<file path="src/spart_bus_pkg.sv">
`default_nettype none

package spart_bus_pkg;

	//////////////////////////////////////////////////////////////////////
	// Cache-side I/O bus
	//////////////////////////////////////////////////////////////////////

	localparam int BUS_ADDR_W = 28;
	localparam int BUS_WORD_W = 32;

	// One word of I/O address space
	typedef logic [BUS_ADDR_W-1:0] bus_addr_t;
	// Read and write data, one word
	typedef logic [BUS_WORD_W-1:0] bus_word_t;

	// Register map
	// Write sends a byte, read returns the received byte
	localparam bus_addr_t ADDR_DATA    = 28'h800_0000;
	localparam bus_addr_t ADDR_STATUS  = 28'h800_0001;
	localparam bus_addr_t ADDR_DIVISOR = 28'h800_0002;

	// Status word layout, all other bits read as zero
	localparam int STAT_RDA_BIT = 0;
	localparam int STAT_TBR_BIT = 1;

	//////////////////////////////////////////////////////////////////////
	// Read select, one-hot
	//////////////////////////////////////////////////////////////////////

	localparam int RD_SEL_W = 3;

	typedef logic [RD_SEL_W-1:0] rd_sel_t;

	localparam int SEL_DATA   = 0;
	localparam int SEL_STATUS = 1;
	// Divisor and unmapped reads land here
	localparam int SEL_ZERO   = 2;

endpackage

`default_nettype wire

</file>
<file path="src/spart_serial_pkg.sv">
`default_nettype none

package spart_serial_pkg;

	localparam int BYTE_W = 8;
	localparam int DIV_W  = 16;

	// One data byte on the line
	typedef logic [BYTE_W-1:0] byte_t;
	// Tick period is divisor + 1 clocks
	typedef logic [DIV_W-1:0]  divisor_t;
	// 16x ticks inside one bit, wraps naturally
	typedef logic [3:0]        sample_cnt_t;
	// Bit position inside a frame
	typedef logic [3:0]        bit_idx_t;

	// 8N1 frame, start + 8 data + stop
	localparam int FRAME_BITS = 10;

	// Tick counts inside one bit
	localparam sample_cnt_t MID_SAMPLE  = 4'd7;
	localparam sample_cnt_t LAST_SAMPLE = 4'd15;

	// Bit indices
	localparam bit_idx_t LAST_DATA_IDX = 4'd7;
	localparam bit_idx_t STOP_IDX      = 4'd9;

	// Receiver FSM
	typedef enum logic [1:0] {
		RX_IDLE,
		RX_START,
		RX_DATA,
		RX_STOP
	} rx_state_t;

endpackage

`default_nettype wire

</file>
<file path="src/spart_baud_gen.sv">
`default_nettype none

module spart_baud_gen #(
	parameter spart_serial_pkg::divisor_t DIVISOR_RESET = 16'd650
) (
	input  logic                       clk,
	input  logic                       rst_n,
	input  logic                       div_wr,
	input  spart_serial_pkg::divisor_t div_value,
	output logic                       tick
);
	import spart_serial_pkg::*;

	// Current divisor
	divisor_t divisor;
	// Clocks left until the next tick
	divisor_t count;

	// Divisor register
	always_ff @(posedge clk or negedge rst_n) begin
		if (!rst_n)
			divisor <= DIVISOR_RESET;
		else if (div_wr)
			divisor <= div_value;
	end

	//////////////////////////////////////////////////////////////////////
	// 16x sample tick
	//////////////////////////////////////////////////////////////////////

	// Down-counter, reloads at zero
	// A new divisor restarts the count right away
	always_ff @(posedge clk or negedge rst_n) begin
		if (!rst_n)
			count <= DIVISOR_RESET;
		else if (div_wr)
			count <= div_value;
		else if (count == '0)
			count <= divisor;
		else
			count <= count - 1'b1;
	end

	// One clock wide, every divisor + 1 clocks
	assign tick = (count == '0);

endmodule

`default_nettype wire

</file>
<file path="src/spart_bus_decode.sv">
`default_nettype none

module spart_bus_decode (
	input  logic                       clk,
	input  logic                       rst_n,
	input  logic                       io_valid_data,
	input  logic                       io_rw_data,
	input  spart_bus_pkg::bus_addr_t   mem_addr,
	input  spart_bus_pkg::bus_word_t   io_wr_data,
	input  logic                       tbr,
	input  logic                       rda,
	output logic                       io_ready_data,
	output logic                       data_wr,
	output logic                       div_wr,
	output logic                       rd_go,
	output spart_bus_pkg::rd_sel_t     rd_sel,
	output spart_serial_pkg::byte_t    tx_byte,
	output spart_serial_pkg::divisor_t div_value
);
	import spart_bus_pkg::*;
	import spart_serial_pkg::*;

	logic hit_data;
	logic hit_status;
	logic hit_div;
	logic allow;
	logic go;
	// Access already served, wait for valid to drop
	logic busy;
	// One-clock ready pulse
	logic done;

	//////////////////////////////////////////////////////////////////////
	// Address compare
	//////////////////////////////////////////////////////////////////////

	assign hit_data   = (mem_addr == ADDR_DATA);
	assign hit_status = (mem_addr == ADDR_STATUS);
	assign hit_div    = (mem_addr == ADDR_DIVISOR);

	// Divisor is write only, so its reads fall to zero too
	always_comb begin
		rd_sel = '0;
		if (hit_data)
			rd_sel[SEL_DATA] = 1'b1;
		else if (hit_status)
			rd_sel[SEL_STATUS] = 1'b1;
		else
			rd_sel[SEL_ZERO] = 1'b1;
	end

	// Data writes wait for an empty transmitter, data reads for a byte
	assign allow = hit_data ? (io_rw_data ? tbr : rda) : 1'b1;

	// Accept once per valid
	assign go = io_valid_data & ~busy & allow;

	//////////////////////////////////////////////////////////////////////
	// Strobes to execute and result stages
	//////////////////////////////////////////////////////////////////////

	assign data_wr = go & io_rw_data & hit_data;
	assign div_wr  = go & io_rw_data & hit_div;
	assign rd_go   = go & ~io_rw_data;

	// Low bits of the write word
	assign tx_byte   = io_wr_data[BYTE_W-1:0];
	assign div_value = io_wr_data[DIV_W-1:0];

	// Handshake state
	always_ff @(posedge clk or negedge rst_n) begin
		if (!rst_n) begin
			busy <= 1'b0;
			done <= 1'b0;
		end else begin
			done <= go;
			if (go)
				busy <= 1'b1;
			else if (!io_valid_data)
				busy <= 1'b0;
		end
	end

	assign io_ready_data = done;

endmodule

`default_nettype wire

</file>
<file path="src/spart_result.sv">
`default_nettype none

module spart_result (
	input  logic                     clk,
	input  logic                     rst_n,
	input  logic                     rd_go,
	input  spart_bus_pkg::rd_sel_t   rd_sel,
	input  spart_serial_pkg::byte_t  rx_byte,
	input  logic                     rda,
	input  logic                     tbr,
	output spart_bus_pkg::bus_word_t io_rd_data,
	output logic                     rx_take
);
	import spart_bus_pkg::*;

	bus_word_t status_word;
	bus_word_t rd_word;

	//////////////////////////////////////////////////////////////////////
	// Read word build
	//////////////////////////////////////////////////////////////////////

	// Only the two flags, rest stays zero
	always_comb begin
		status_word               = '0;
		status_word[STAT_RDA_BIT] = rda;
		status_word[STAT_TBR_BIT] = tbr;
	end

	// One-hot pick, zero select gives zero
	always_comb begin
		rd_word = '0;
		if (rd_sel[SEL_DATA])
			rd_word = bus_word_t'(rx_byte);
		else if (rd_sel[SEL_STATUS])
			rd_word = status_word;
		else if (rd_sel[SEL_ZERO])
			rd_word = '0;
	end

	// Held until the next read, lines up with ready
	always_ff @(posedge clk) begin
		if (rd_go)
			io_rd_data <= rd_word;
	end

	// Data read consumed, tell the receiver
	always_ff @(posedge clk or negedge rst_n) begin
		if (!rst_n)
			rx_take <= 1'b0;
		else
			rx_take <= rd_go & rd_sel[SEL_DATA];
	end

endmodule

`default_nettype wire

</file>
<file path="src/spart_rx.sv">
`default_nettype none

module spart_rx (
	input  logic                    clk,
	input  logic                    rst_n,
	input  logic                    tick,
	input  logic                    rxd,
	input  logic                    rx_take,
	output spart_serial_pkg::byte_t rx_byte,
	output logic                    rda
);
	import spart_serial_pkg::*;

	// Two-flop synchroniser
	logic        rxd_meta;
	logic        rxd_sync;
	// Line level at the previous tick, for edge find
	logic        rxd_last;
	rx_state_t   state;
	sample_cnt_t sample_cnt;
	bit_idx_t    bit_idx;
	byte_t       shift;
	// Mid-bit data sample
	logic        data_sample;
	// Stop bit read as 1
	logic        frame_good;

	always_ff @(posedge clk or negedge rst_n) begin
		if (!rst_n) begin
			rxd_meta <= 1'b1;
			rxd_sync <= 1'b1;
		end else begin
			rxd_meta <= rxd;
			rxd_sync <= rxd_meta;
		end
	end

	assign data_sample = tick && (state == RX_DATA) && (sample_cnt == LAST_SAMPLE);
	assign frame_good  = tick && (state == RX_STOP) && (sample_cnt == LAST_SAMPLE) && rxd_sync;

	//////////////////////////////////////////////////////////////////////
	// Receive FSM, advances on the 16x tick
	//////////////////////////////////////////////////////////////////////

	always_ff @(posedge clk or negedge rst_n) begin
		if (!rst_n) begin
			state      <= RX_IDLE;
			sample_cnt <= '0;
			bit_idx    <= '0;
			rxd_last   <= 1'b1;
		end else if (tick) begin
			rxd_last <= rxd_sync;
			case (state)
				RX_IDLE: begin
					// High to low marks a start bit
					if (rxd_last && !rxd_sync) begin
						state      <= RX_START;
						sample_cnt <= '0;
					end
				end
				RX_START: begin
					sample_cnt <= sample_cnt + 1'b1;
					if (sample_cnt == MID_SAMPLE) begin
						// Glitch if the line is back high by mid-bit
						if (!rxd_sync) begin
							state      <= RX_DATA;
							sample_cnt <= '0;
							bit_idx    <= '0;
						end else begin
							state <= RX_IDLE;
						end
					end
				end
				RX_DATA: begin
					sample_cnt <= sample_cnt + 1'b1;
					if (sample_cnt == LAST_SAMPLE) begin
						bit_idx <= bit_idx + 1'b1;
						if (bit_idx == LAST_DATA_IDX)
							state <= RX_STOP;
					end
				end
				RX_STOP: begin
					sample_cnt <= sample_cnt + 1'b1;
					// Bad stop bit just drops the frame
					if (sample_cnt == LAST_SAMPLE)
						state <= RX_IDLE;
				end
				default: state <= RX_IDLE;
			endcase
		end
	end

	// Data arrives LSB first
	always_ff @(posedge clk) begin
		if (data_sample)
			shift <= {rxd_sync, shift[BYTE_W-1:1]};
		if (frame_good)
			rx_byte <= shift;
	end

	// New byte wins over a read in the same clock
	always_ff @(posedge clk or negedge rst_n) begin
		if (!rst_n)
			rda <= 1'b0;
		else if (frame_good)
			rda <= 1'b1;
		else if (rx_take)
			rda <= 1'b0;
	end

endmodule

`default_nettype wire

</file>
<file path="src/spart_top.sv">
`default_nettype none

module spart_top_level #(
	parameter spart_serial_pkg::divisor_t DIVISOR_RESET = 16'd650
) (
	input  logic                     clk,
	input  logic                     rst_n,
	input  logic                     rxd,
	input  logic                     io_rw_data,
	input  logic                     io_valid_data,
	input  spart_bus_pkg::bus_addr_t mem_addr,
	input  spart_bus_pkg::bus_word_t io_wr_data,
	output logic                     txd,
	output logic                     io_ready_data,
	output spart_bus_pkg::bus_word_t io_rd_data
);
	import spart_bus_pkg::*;
	import spart_serial_pkg::*;

	// Decode strobes
	logic     data_wr;
	logic     div_wr;
	logic     rd_go;
	rd_sel_t  rd_sel;
	byte_t    tx_byte;
	divisor_t div_value;

	// Execute side flags and data
	logic     tick;
	logic     tbr;
	logic     rda;
	byte_t    rx_byte;
	logic     rx_take;

	//////////////////////////////////////////////////////////////////////
	// Decode
	//////////////////////////////////////////////////////////////////////

	spart_bus_decode u_decode (
		.clk           (clk),
		.rst_n         (rst_n),
		.io_valid_data (io_valid_data),
		.io_rw_data    (io_rw_data),
		.mem_addr      (mem_addr),
		.io_wr_data    (io_wr_data),
		.tbr           (tbr),
		.rda           (rda),
		.io_ready_data (io_ready_data),
		.data_wr       (data_wr),
		.div_wr        (div_wr),
		.rd_go         (rd_go),
		.rd_sel        (rd_sel),
		.tx_byte       (tx_byte),
		.div_value     (div_value)
	);

	//////////////////////////////////////////////////////////////////////
	// Execute
	//////////////////////////////////////////////////////////////////////

	spart_baud_gen #(
		.DIVISOR_RESET (DIVISOR_RESET)
	) u_baud (
		.clk       (clk),
		.rst_n     (rst_n),
		.div_wr    (div_wr),
		.div_value (div_value),
		.tick      (tick)
	);

	spart_tx u_tx (
		.clk     (clk),
		.rst_n   (rst_n),
		.tick    (tick),
		.data_wr (data_wr),
		.tx_byte (tx_byte),
		.txd     (txd),
		.tbr     (tbr)
	);

	spart_rx u_rx (
		.clk     (clk),
		.rst_n   (rst_n),
		.tick    (tick),
		.rxd     (rxd),
		.rx_take (rx_take),
		.rx_byte (rx_byte),
		.rda     (rda)
	);

	// Result
	spart_result u_result (
		.clk        (clk),
		.rst_n      (rst_n),
		.rd_go      (rd_go),
		.rd_sel     (rd_sel),
		.rx_byte    (rx_byte),
		.rda        (rda),
		.tbr        (tbr),
		.io_rd_data (io_rd_data),
		.rx_take    (rx_take)
	);

endmodule

`default_nettype wire

</file>
<file path="src/spart_tx.sv">
`default_nettype none

module spart_tx (
	input  logic                    clk,
	input  logic                    rst_n,
	input  logic                    tick,
	input  logic                    data_wr,
	input  spart_serial_pkg::byte_t tx_byte,
	output logic                    txd,
	output logic                    tbr
);
	import spart_serial_pkg::*;

	// Frame loaded and not yet finished
	logic                  busy;
	// Start bit already on the line
	logic                  started;
	// Shift register, bit 0 goes out next
	logic [FRAME_BITS-1:0] frame;
	sample_cnt_t           sample_cnt;
	bit_idx_t              bit_idx;
	// Registered line driver
	logic                  txd_q;

	//////////////////////////////////////////////////////////////////////
	// Shift engine
	//////////////////////////////////////////////////////////////////////

	always_ff @(posedge clk or negedge rst_n) begin
		if (!rst_n) begin
			busy       <= 1'b0;
			started    <= 1'b0;
			frame      <= '1;
			sample_cnt <= '0;
			bit_idx    <= '0;
			txd_q      <= 1'b1;
		end else if (data_wr && !busy) begin
			// Stop, data LSB first, start from top to bottom
			busy    <= 1'b1;
			started <= 1'b0;
			frame   <= {1'b1, tx_byte, 1'b0};
		end else if (busy && tick) begin
			if (!started) begin
				// Line drops on a tick boundary
				started    <= 1'b1;
				txd_q      <= frame[0];
				sample_cnt <= '0;
				bit_idx    <= '0;
			end else if (sample_cnt == LAST_SAMPLE) begin
				sample_cnt <= '0;
				if (bit_idx == STOP_IDX) begin
					// Stop bit served its 16 ticks
					busy    <= 1'b0;
					started <= 1'b0;
					txd_q   <= 1'b1;
				end else begin
					frame   <= {1'b1, frame[FRAME_BITS-1:1]};
					txd_q   <= frame[1];
					bit_idx <= bit_idx + 1'b1;
				end
			end else begin
				sample_cnt <= sample_cnt + 1'b1;
			end
		end
	end

	assign txd = txd_q;
	// Buffer free whenever no frame is pending
	assign tbr = ~busy;

endmodule

`default_nettype wire

</file>
<file path="config.mk">
export PLATFORM = sky130hd
export DESIGN_NAME = spart_top_level
export DESIGN_NICKNAME = d
export VERILOG_FILES = /design/src/spart_bus_pkg.sv /design/src/spart_serial_pkg.sv /design/src/spart_baud_gen.sv /design/src/spart_bus_decode.sv /design/src/spart_result.sv /design/src/spart_rx.sv /design/src/spart_top.sv /design/src/spart_tx.sv
export SDC_FILE = /design/constraint.sdc
export NUM_CORES = 1
export LEC_CHECK = 0
export BUFFER_PORTS_ARGS = -buffer_cell sky130_fd_sc_hd__buf_4
export CORE_ASPECT_RATIO = 0.9
export CORE_MARGIN = 2
export CORE_UTILIZATION = 50
export DETAILED_ROUTE_END_ITERATION = 7
export PLACE_DENSITY = 0.74
export SYNTH_ARGS = -nofsm -noshare
export SYNTH_HDL_FRONTEND = slang
export SYNTH_HIERARCHICAL = 1
export SYNTH_SLANG_ARGS = --single-unit
export TNS_END_PERCENT = 100
</file>
<file path="constraint.sdc">
create_clock -name clk -period 5.55 [get_ports clk]
set_input_delay 1.11 -clock clk [delete_from_list [all_inputs] [get_ports clk]]
set_output_delay 1.11 -clock clk [all_outputs]
set_load 0.05 [all_outputs]
</file>
==> results.md, run 1 <==
* Worst Clk Skew at 0.0147 ns
* Worst-path clk slew at 0.08 ns
* Vias in the first global route at 3116
* Run status: finished clean
* Kind of critical path: reg -> reg
* Arr. time, crit path at 3.38 ns
* ANT cells at 0
* Pwr dens at 242 nW/um^2
* Final instance area at 5260 um^2
* Mapped Avg Cell Area at 10.5 um^2
* H-tree levels at 3
* Core box area at 9530 um^2
* Sink Count at 93
* Clock Path Buffers at 2
* Starting Density at 50.7%
* # hold bufs at CTS at 0
* Final Max Slew Viols at 0
* CP Launch Type: flop
* Met1 wire length at 4040 um
* RSZ-0062 raised after global routing: no
* P_leak at between 0.002 and 0.0025 uW
* Initial antenna violation count at 0
* Worst Setup EP: u_rx/rx_byte[2]
* Period utilization at approximately three fifths
* Die width at 108 um
* Max FO, Critical Path at 18
* Vias per Instance at 5.25
* IO buf count at 58
* Yosys warns at 6
* Wire length on met2 at 4170 um
* Post-DP HPWL at 6190 um
* Total CTS buffers at 9
* Ratio of cells with drive above 1 in the final layout at roughly a quarter
* Routed vias at roughly 3300
* Worst skew pair latency at ~0.37 ns
* Post-route ant nets at 0
* First-pass GRT wire length at 14600 um
* Total GRT Usage at 17.5%
* Final wirelength at slightly below 9000 um
* Min-Delay Path Class: reg -> reg
* Hold_ws at 0.360 ns
* Worst VDD drop at 0.140 mV
* Layout Nets at 560
* Met3 Wirelength at 352 um
* Critical R2R Capture: u_rx/rx_byte[2]
* Die area at 10500 um^2
* WL/cell at roughly 14 um
* Top Ports at 99
* Critical Path RT at 5.54 ns
* Hold Crit Start: u_rx/rxd_meta
* Max-cap violations at 0
* Die height at 97.3 um
* R2R cell count at 7
* Top sig layer: met4
* Tmin final at 3.38 ns
* Synth Cell Area at 4830 um^2
* Resized cells post-CTS at 0
* Reg2reg setup slack at approximately 2.2 ns
* Worst setup EP type: flop
* Final setup vio count at 0
* CTS Root Cell: clkbuf_8
* Post-Syn Instances at 460
* Final Wtd Congestion at roughly 0.76
* Placed cell area at 5040 um^2
* Slew margin rel. at 27.1%
* Largest net degree at the start of global routing at 70
* Worst hold path depth at 0
* Hold Violations, Final at 0
* Fmax at 0.296 GHz
* # DRC at 0
* CTS tree: yes
* Global route overflow at 0
* Row count at 34
* P&R area growth vs syn at 8.88%
* Worst-margin pin slew at about 1.1 ns
* Iteration count of the initial detailed-routing pass at 4
* Drt initial violations at 103
* Start point of the critical path: u_baud/count[4]
* Post-CTS Setup Repair Bufs at 0
* Setup TNS at 0 ns
* Worst R2R Start: u_baud/count[4]
* Fin util at a little under three fifths
* Final Power at 1270 uW
stage by stage:
stage / instances / setup WS (ns)
detailed placement: 603 / 2.06
finish: 619 / 2.17
floorplan: 483 / 2.60
CTS: 619 / 2.15
global placement: 603 / 2.08
global route: 619 / 1.92
power by group:
group	switching, uW	total (uW)	internal [uW]
Sequential	1.32	703	702
Clock	225	489	264
Combinational	56.9	81.1	24.2
registers in the layout (all words and copies together) (netlist names), named ones only:
signal	count
u_result/io_rd_data	8
u_decode/io_ready_data	1
u_tx/frame	9
u_rx/rxd_meta	1
u_decode/busy	1
u_tx/bit_idx	4
u_tx/started	1
u_tx/txd	1
u_rx/bit_idx	4
u_baud/count	16
u_rx/rxd_sync	1
u_rx/state	1
u_rx/rx_byte	8
u_rx/shift	8
u_rx/sample_cnt	4
u_tx/sample_cnt	4
u_rx/rxd_last	1
u_result/rx_take	1
u_tx/busy	1
u_rx/rda	1
u_baud/divisor	16
worst max-delay path, cell delays in order (launching register included):
cell      delay [ns]
dfrtp_1         0.43
or3_1           0.52
nor4_4          0.57
nand2_4         0.23
clkinv_2        0.28
and3_1          0.29
nand2_1         0.12
nor2_1          0.57
layer usage:
layer | up-vias | track usage [%]
met3 | 12 | 4.76
met4 | 0 | 5.13
met1 | 1566 | 24.8
met2 | 68 | 26.4
li1 | 1606 | -
met5 | - | 0
layout by cell type, fill, tap and decap left out, types with 13 or more instances in the layout:
master	n
mux2i_1	14
nand3_1	13
nor2_1	25
inv_1	23
conb_1	24
dfstp_2	21
nand2_1	41
edfxtp_1	24
buf_4	59
dfrtp_1	48
o21ai_0	38
a21oi_1	15
how the worst min path moves through the flow:
stage / to / slack (ns)
after floorplan: u_rx/rxd_sync / 0.35
after global placement: u_rx/rxd_sync / 0.35
after detailed placement: u_rx/rxd_sync / 0.35
after CTS: u_rx/rxd_sync / 0.36
after global routing: u_rx/rxd_sync / 0.36
final: u_rx/rxd_sync / 0.36
cell type report:
| class | instances | area, um^2 |
|---|---|---|
| clock buffer | 11 | 141 |
| multi-input combinational | 300 | 1880 |
| sequential | 93 | 2470 |
| clock inverter | 5 | 75.1 |
| inverter | 25 | 95.1 |
| timing repair buffer | 59 | 443 |
| tap | 126 | 158 |
| fill | 833 | 4270 |
(Power assumes the default switching activity.)
==> inputs of run 2 (changes only) <==
- clock period: 5.55 -> 3.27 ns (I/O delays scaled with it)
==> run 2 against run 1 <==
Effect of this change:
- sequential cell count did not move
- global-route usage rose by 0.093 points
- largest power group unchanged
- final cell count rose by 1.3%
- die area did not move
- clock skew fell by 0.0022 ns
- register-to-register slack got worse by 1.6 ns
- fmax rose by 27%
- via count rose by 0.68%
- wire length fell by 0.46%
- core utilization rose by 0.54 points
- clock power rose by 66%
==> results.md, run 2 (same netlist as run 1, synthesis figures left out) <==
* Run status: finished clean (unchanged)
* Max-cap violations at 0 (unchanged)
* Largest net degree at the start of global routing at 70 (unchanged)
* Final setup vio count at 0 (unchanged)
* Final Power at 2140 uW (was 1270 uW)
* Worst VDD drop at 0.196 mV (was 0.140 mV)
* CTS tree: yes (unchanged)
* Vias in the first global route at 3205 (was 3116)
* Total CTS buffers at 9 (unchanged)
* Total GRT Usage at 17.6% (was 17.5%)
* Layout Nets at 568 (was 560)
* Combinational share of power at 6.4% (about the same)
* FILL cells at 834 (was 833)
* Clock power share at 37.8% (was 38.4%)
* Worst skew pair latency at 0.36 ns (was 0.37 ns)
* Seq pwr share at 55.7% (was 55.2%)
* Core box area at 9530 um^2 (unchanged)
* Routed vias at 3274 (was 3252)
* Arr. time, crit path at 2.65 ns (was 3.38 ns)
* Setup slack after layout at 0.616 ns (was 2.17 ns)
* Post-CTS Setup Repair Bufs at 0 (unchanged)
* Row count at 34 (unchanged)
* Final Wtd Congestion at 0.827 (was 0.762)
* Sink Count at 93 (unchanged)
* Top Ports at 99 (unchanged)
* Worst-margin pin slew at 1.15 ns (was 1.08 ns)
* Min-Delay Path Class: reg -> reg (unchanged)
* Iteration count of the initial detailed-routing pass at 4 (unchanged)
* Max FO, Critical Path at 10 (was 18)
* Slew margin rel. at 22.6% (was 27.1%)
* Global route overflow at 0 (unchanged)
* CTS Root Cell: clkbuf_8 (unchanged)
* P_leak at 0.00234 uW (was 0.00231 uW)
* Most frequent cells in the layout: buf_4 (67), dfrtp_1 (48), nand2_1 (41) (was buf_4 (59), dfrtp_1 (48), nand2_1 (41))
* Critical Path RT at 3.26 ns (was 5.54 ns)
* First-pass GRT wire length at 14900 um (was 14600 um)
* Die height at 97.3 um (unchanged)
* Vias per Instance at 5.22 (was 5.25)
* # hold bufs at CTS at 0 (unchanged)
* Hold Violations, Final at 0 (unchanged)
* Final instance area at 5310 um^2 (was 5260 um^2)
* Initial antenna violation count at 0 (unchanged)
* Hold_ws at 0.359 ns (was 0.360 ns)
* Die width at 108 um (unchanged)
* CP Launch Type: flop (unchanged)
* RSZ-0062 raised after global routing: no (unchanged)
* FF/Latch Area at 2470 um^2 (unchanged)
* Worst Clk Skew at 0.0125 ns (was 0.0147 ns)
* Kind of critical path: reg -> reg (unchanged)
* Ratio of cells with drive above 1 in the final layout at 24.2% (was 23.3%)
* Clock Path Buffers at 2 (unchanged)
* # DRC at 0 (unchanged)
* Post-DP HPWL at 6160 um (was 6190 um)
* Worst-path clk slew at 0.08 ns (about the same)
* Period utilization at 81.2% (was 61.0%)
* Largest regs: u_baud/count x16, u_baud/divisor x16, u_tx/frame x9 (unchanged)
* Tmin final at 2.65 ns (was 3.38 ns)
* Final Max Slew Viols at 0 (unchanged)
* WL/cell at 13.8 um (was 14.0 um)
* NetSw at 476 uW (was 283 uW)
* Setup TNS at 0 ns (unchanged)
* Placed cell area at 5100 um^2 (was 5040 um^2)
* Post-route ant nets at 0 (unchanged)
* IO buf count at 58 (unchanged)
* Resized cells post-CTS at 0 (unchanged)
* Area of the multi-input gates at 1880 um^2 (unchanged)
* Switching power share of the total at 22.2% (was 22.3%)
* Fmax at 0.377 GHz (was 0.296 GHz)
* Most common cell after layout, fill and taps aside: buf_4 (unchanged)
* Worst setup EP type: flop (unchanged)
* ANT cells at 0 (unchanged)
* Die area at 10500 um^2 (unchanged)
* P&R area growth vs syn at 9.94% (was 8.88%)
* Starting Density at 50.7% (unchanged)
* Drt initial violations at 123 (was 103)
* H-tree levels at 3 (unchanged)
* Final wirelength at 8630 um (was 8670 um)
* Pwr dens at 403 nW/um^2 (was 242 nW/um^2)
* Pint at 1670 uW (was 990 uW)
* Pre-CTS setup slack at 0.460 ns (was 2.06 ns)
## run 2: cell count changes in the layout (fill, tap and decap cells not counted)
cell      change
clkbuf_1      +2
inv_4         +2
clkbuf_8      -1
buf_4         +8
clkinv_2      -3
## run 2: routing by layer
| metal | GRT usage, % | share of wire (%) |
|---|---|---|
| met3 | 3.89 | 4.8 |
| met4 | 5.13 | 1.0 |
| met1 | 25.1 | 47 |
| met2 | 27.0 | 48 |
| met5 | 0 | 0 |
## run 2: final timing paths
| path | startpoint | end | slack [ns] | depth (start not counted) |
|---|---|---|---|---|
| max | u_baud/count[4] | u_rx/shift[1] | 0.62 | 6 |
| min | u_rx/rxd_meta | u_rx/rxd_sync | 0.36 | 0 |
| max reg2reg | u_baud/count[4] | u_rx/shift[1] | 0.62 | 6 |
| min reg2reg | u_rx/rxd_meta | u_rx/rxd_sync | 0.36 | 0 |
| max in group asynchronous | rst_n | asynchronous set/reset pin | 2.31 | 1 |
| min in group asynchronous | rst_n | u_baud/divisor[8] | 0.40 | 1 |
## run 2: worst max-delay path, stage by stage (launching register included)
cell and delay (ns):
dfrtp_1 0.42, or3_1 0.52, nor4_4 0.39, nand2_4 0.08, clkinv_2 0.14, and3_1 0.27, and2_1 0.46
## run 2: final cells by class
| class | count | area share, % |
|---|---|---|
| flip-flops and latches | 93 | 46.6 |
| clock buffers | 12 | 2.54 |
| multi-input cells | 300 | 35.3 |
| well taps | 126 | 2.97 |
| clock inverters | 4 | 1.37 |
| repair buffers | 67 | 9.47 |
| inverters | 25 | 1.79 |
## run 2: power by group through the flow
stage | sequential, uW | clock, uW | combinational (uW)
after floorplan | 1220 | 0 | 110
after global placement | 1220 | 0 | 137
after detailed placement | 1220 | 0 | 139
after CTS | 1190 | 838 | 139
after global routing | 1190 | 878 | 148
final | 1190 | 810 | 138
## run 2: per-stage QoR
| stage | std cells | utilization [%] |
|---|---|---|
| 3_3_place_gp | 611 | 53.6 |
| 3_5_place_dp | 611 | 53.6 |
| 5_1_grt | 627 | 55.8 |
| 4_1_cts | 627 | 55.8 |
| 2_1_floorplan | 483 | - |
| 6_report | 627 | 55.8 |
==> inputs of run 3 (changes only) <==
- clock period: 3.27 -> 2.49 ns (I/O delays scaled with it)
==> run 3 against run 2 <==
Effect of this change:
- sequential power grew 32%
- global-route usage grew 0.31 points
- via count grew 1.9%
- non-clock buffer count grew 12
- final area grew 2.8%
- critical endpoint is now u_tx/bit_idx[3]
- largest cell class unchanged
- largest power group unchanged
==> results.md, run 3 (same netlist as run 1, synthesis figures left out) <==
* P&R area growth vs syn at 13.0% (was 9.94%)
* Die height at 97.3 um (unchanged)
* Pint at 2040 uW (was 1670 uW)
* Hold Violations, Final at 0 (unchanged)
* Initial antenna violation count at 0 (unchanged)
* Run status: finished clean (unchanged)
* Starting Density at 50.7% (unchanged)
* Critical Path RT at 2.73 ns (was 3.26 ns)
* Sink Count at 93 (unchanged)
* Switching power share of the total at 23.8% (was 22.2%)
* Slew margin rel. at 25.3% (was 22.6%)
* Total CTS buffers at 9 (unchanged)
* Final setup vio count at 0 (unchanged)
* Vias per Instance at 5.22 (about the same)
* Hold EP: u_rx/rxd_meta (was u_rx/rxd_sync)
* P_leak at 0.00242 uW (was 0.00234 uW)
* Most common cell after layout, fill and taps aside: buf_4 (unchanged)
* CTS Root Cell: clkbuf_8 (unchanged)
* Seq pwr share at 58.5% (was 55.7%)
* Largest net degree at the start of global routing at 70 (unchanged)
* Routed vias at 3335 (was 3274)
* Worst setup EP type: flop (unchanged)
* Final Wtd Congestion at 0.811 (was 0.827)
* Period utilization at 98.3% (was 81.2%)
* ANT cells at 0 (unchanged)
* WL/cell at 14.2 um (was 13.8 um)
* Worst Clk Skew at 0.0143 ns (was 0.0125 ns)
* Drt initial violations at 139 (was 123)
* Iteration count of the initial detailed-routing pass at 4 (unchanged)
* Top Ports at 99 (unchanged)
* Worst VDD drop at 0.209 mV (was 0.196 mV)
* Worst R2R Start: u_baud/count[11] (was u_baud/count[4])
* Row count at 34 (unchanged)
* Most frequent cells in the layout: buf_4 (77), dfrtp_1 (48), nand2_1 (40) (was buf_4 (67), dfrtp_1 (48), nand2_1 (41))
* CP Launch Type: flop (unchanged)
* Die area at 10500 um^2 (unchanged)
* Worst hold path depth at 1 (was 0)
* FILL cells at 806 (was 834)
* Pwr dens at 491 nW/um^2 (was 403 nW/um^2)
* Clock Path Buffers at 2 (unchanged)
* Worst skew pair latency at 0.35 ns (was 0.36 ns)
* Die width at 108 um (unchanged)
* Placed cell area at 5170 um^2 (was 5100 um^2)
* # DRC at 0 (unchanged)
* Clock power share at 34.8% (was 37.8%)
* Core box area at 9530 um^2 (unchanged)
* Fmax at 0.409 GHz (was 0.377 GHz)
* Worst-path clk slew at 0.09 ns (was 0.08 ns)
* Arr. time, crit path at 2.69 ns (was 2.65 ns)
* CTS tree: yes (unchanged)
* Hold_ws at 0.244 ns (was 0.359 ns)
* R2R cell count at 8 (was 6)
* Kind of critical path: reg -> reg (unchanged)
* Worst-margin pin slew at 1.11 ns (was 1.15 ns)
* Min-Delay Path Class: in -> reg (was reg -> reg)
* Final instance area at 5460 um^2 (was 5310 um^2)
* Final Max Slew Viols at 0 (unchanged)
* Global route overflow at 0 (unchanged)
* Largest regs: u_baud/count x16, u_baud/divisor x16, u_tx/frame x9 (unchanged)
* Combinational share of power at 6.7% (was 6.4%)
* IO buf count at 58 (unchanged)
* Ratio of cells with drive above 1 in the final layout at 28.1% (was 24.2%)
* Vias in the first global route at 3191 (was 3205)
* Setup TNS at 0 ns (unchanged)
* Reg2reg setup slack at 0.04 ns (was 0.62 ns)
* H-tree levels at 3 (unchanged)
* Total GRT Usage at 17.9% (was 17.6%)
* Layout Nets at 580 (was 568)
* Post-route ant nets at 0 (unchanged)
* RSZ-0062 raised after global routing: yes (was no)
* First-pass GRT wire length at 15000 um (was 14900 um)
* Pre-CTS setup slack at 0.0661 ns (was 0.460 ns)
* Post-DP HPWL at 6450 um (was 6160 um)
* Final wirelength at 9040 um (was 8630 um)
* Setup slack after layout at 0.0422 ns (was 0.616 ns)
* Max-cap violations at 0 (unchanged)
* Tmin final at 2.45 ns (was 2.65 ns)
* NetSw at 638 uW (was 476 uW)
* Critical R2R Capture: u_tx/bit_idx[3] (was u_rx/shift[1])
* # hold bufs at CTS at 0 (unchanged)
* Max FO, Critical Path at 9 (was 10)
* Hold Crit Start: rxd (was u_rx/rxd_meta)
## run 3: changes by cell type in the layout (fill, tap and decap cells not counted), sizes merged
cell    before  now
clkinv       1    3
bufinv       2    0
buf         67   79
## run 3: power groups by stage
stage / logic, uW / clock network (uW) / registers, uW
after floorplan: 145 / 0 / 1600
after global placement: 180 / 0 / 1600
after detailed placement: 183 / 0 / 1600
after CTS: 183 / 963 / 1570
after global routing: 195 / 1020 / 1570
final: 181 / 932 / 1570
## run 3: worst max path at each step
stage,start,endpoint,slack [ns],cells past startpoint
final,u_baud/count[11],u_tx/bit_idx[3],0.04,8
after detailed placement,u_baud/count[11],u_rx/shift[1],0.07,6
after CTS,u_baud/count[11],u_rx/shift[3],0.006,6
after global placement,mem_addr[19],u_tx/frame[6],0.09,9
after global routing,u_baud/count[11],u_tx/frame[5],-0.06,9
after floorplan,u_baud/count[10],u_tx/bit_idx[3],0.01,8
## run 3: cell type report
cell class / instances / area (um^2) / share of cell area [%]
repair buffers: 79 / 609 / 11.2
flip-flops and latches: 93 / 2470 / 45.3
well taps: 126 / 158 / 2.89
clock buffers: 12 / 155 / 2.84
multi-input cells: 300 / 1930 / 35.3
clock inverters: 4 / 30.0 / 0.550
inverters: 25 / 106 / 1.95
## run 3: stage by stage
step / utilization [%] / power (uW) / cells
floorplan: - / 1750 / 483
global placement: 54.2 / 1780 / 616
detailed placement: 54.2 / 1780 / 616
CTS: 56.2 / 2710 / 632
global route: 57.3 / 2790 / 639
finish: 57.3 / 2680 / 639
## run 3: critical path: stages (launching register included)
cell and delay [ns]:
dfrtp_1 0.42, or4_4 0.55, nor4_4 0.39, nand2_4 0.12, clkinv_8 0.09, nand2_1 0.08, a21o_4 0.22, and2_4 0.15
a311o_1 0.31
## run 3: per-layer routing
layer | GRT usage, % | part of all wire, % | up-vias
met1 | 24.8 | 46 | 1610
met2 | 28.0 | 49 | 63
met4 | 6.21 | 1.5 | 0
li1 | - | - | 1652
met3 | 3.76 | 3.5 | 10
met5 | 0 | 0 | -
## run 3: repair_timing
| item | in CTS | in global routing |
|---|---|---|
| resized for setup | 0 | 15 |
| endpoints found under the setup margin | 0 | 29 |
| setup buffers | 0 | 6 |
| endpoints found under the hold margin | 0 | 0 |
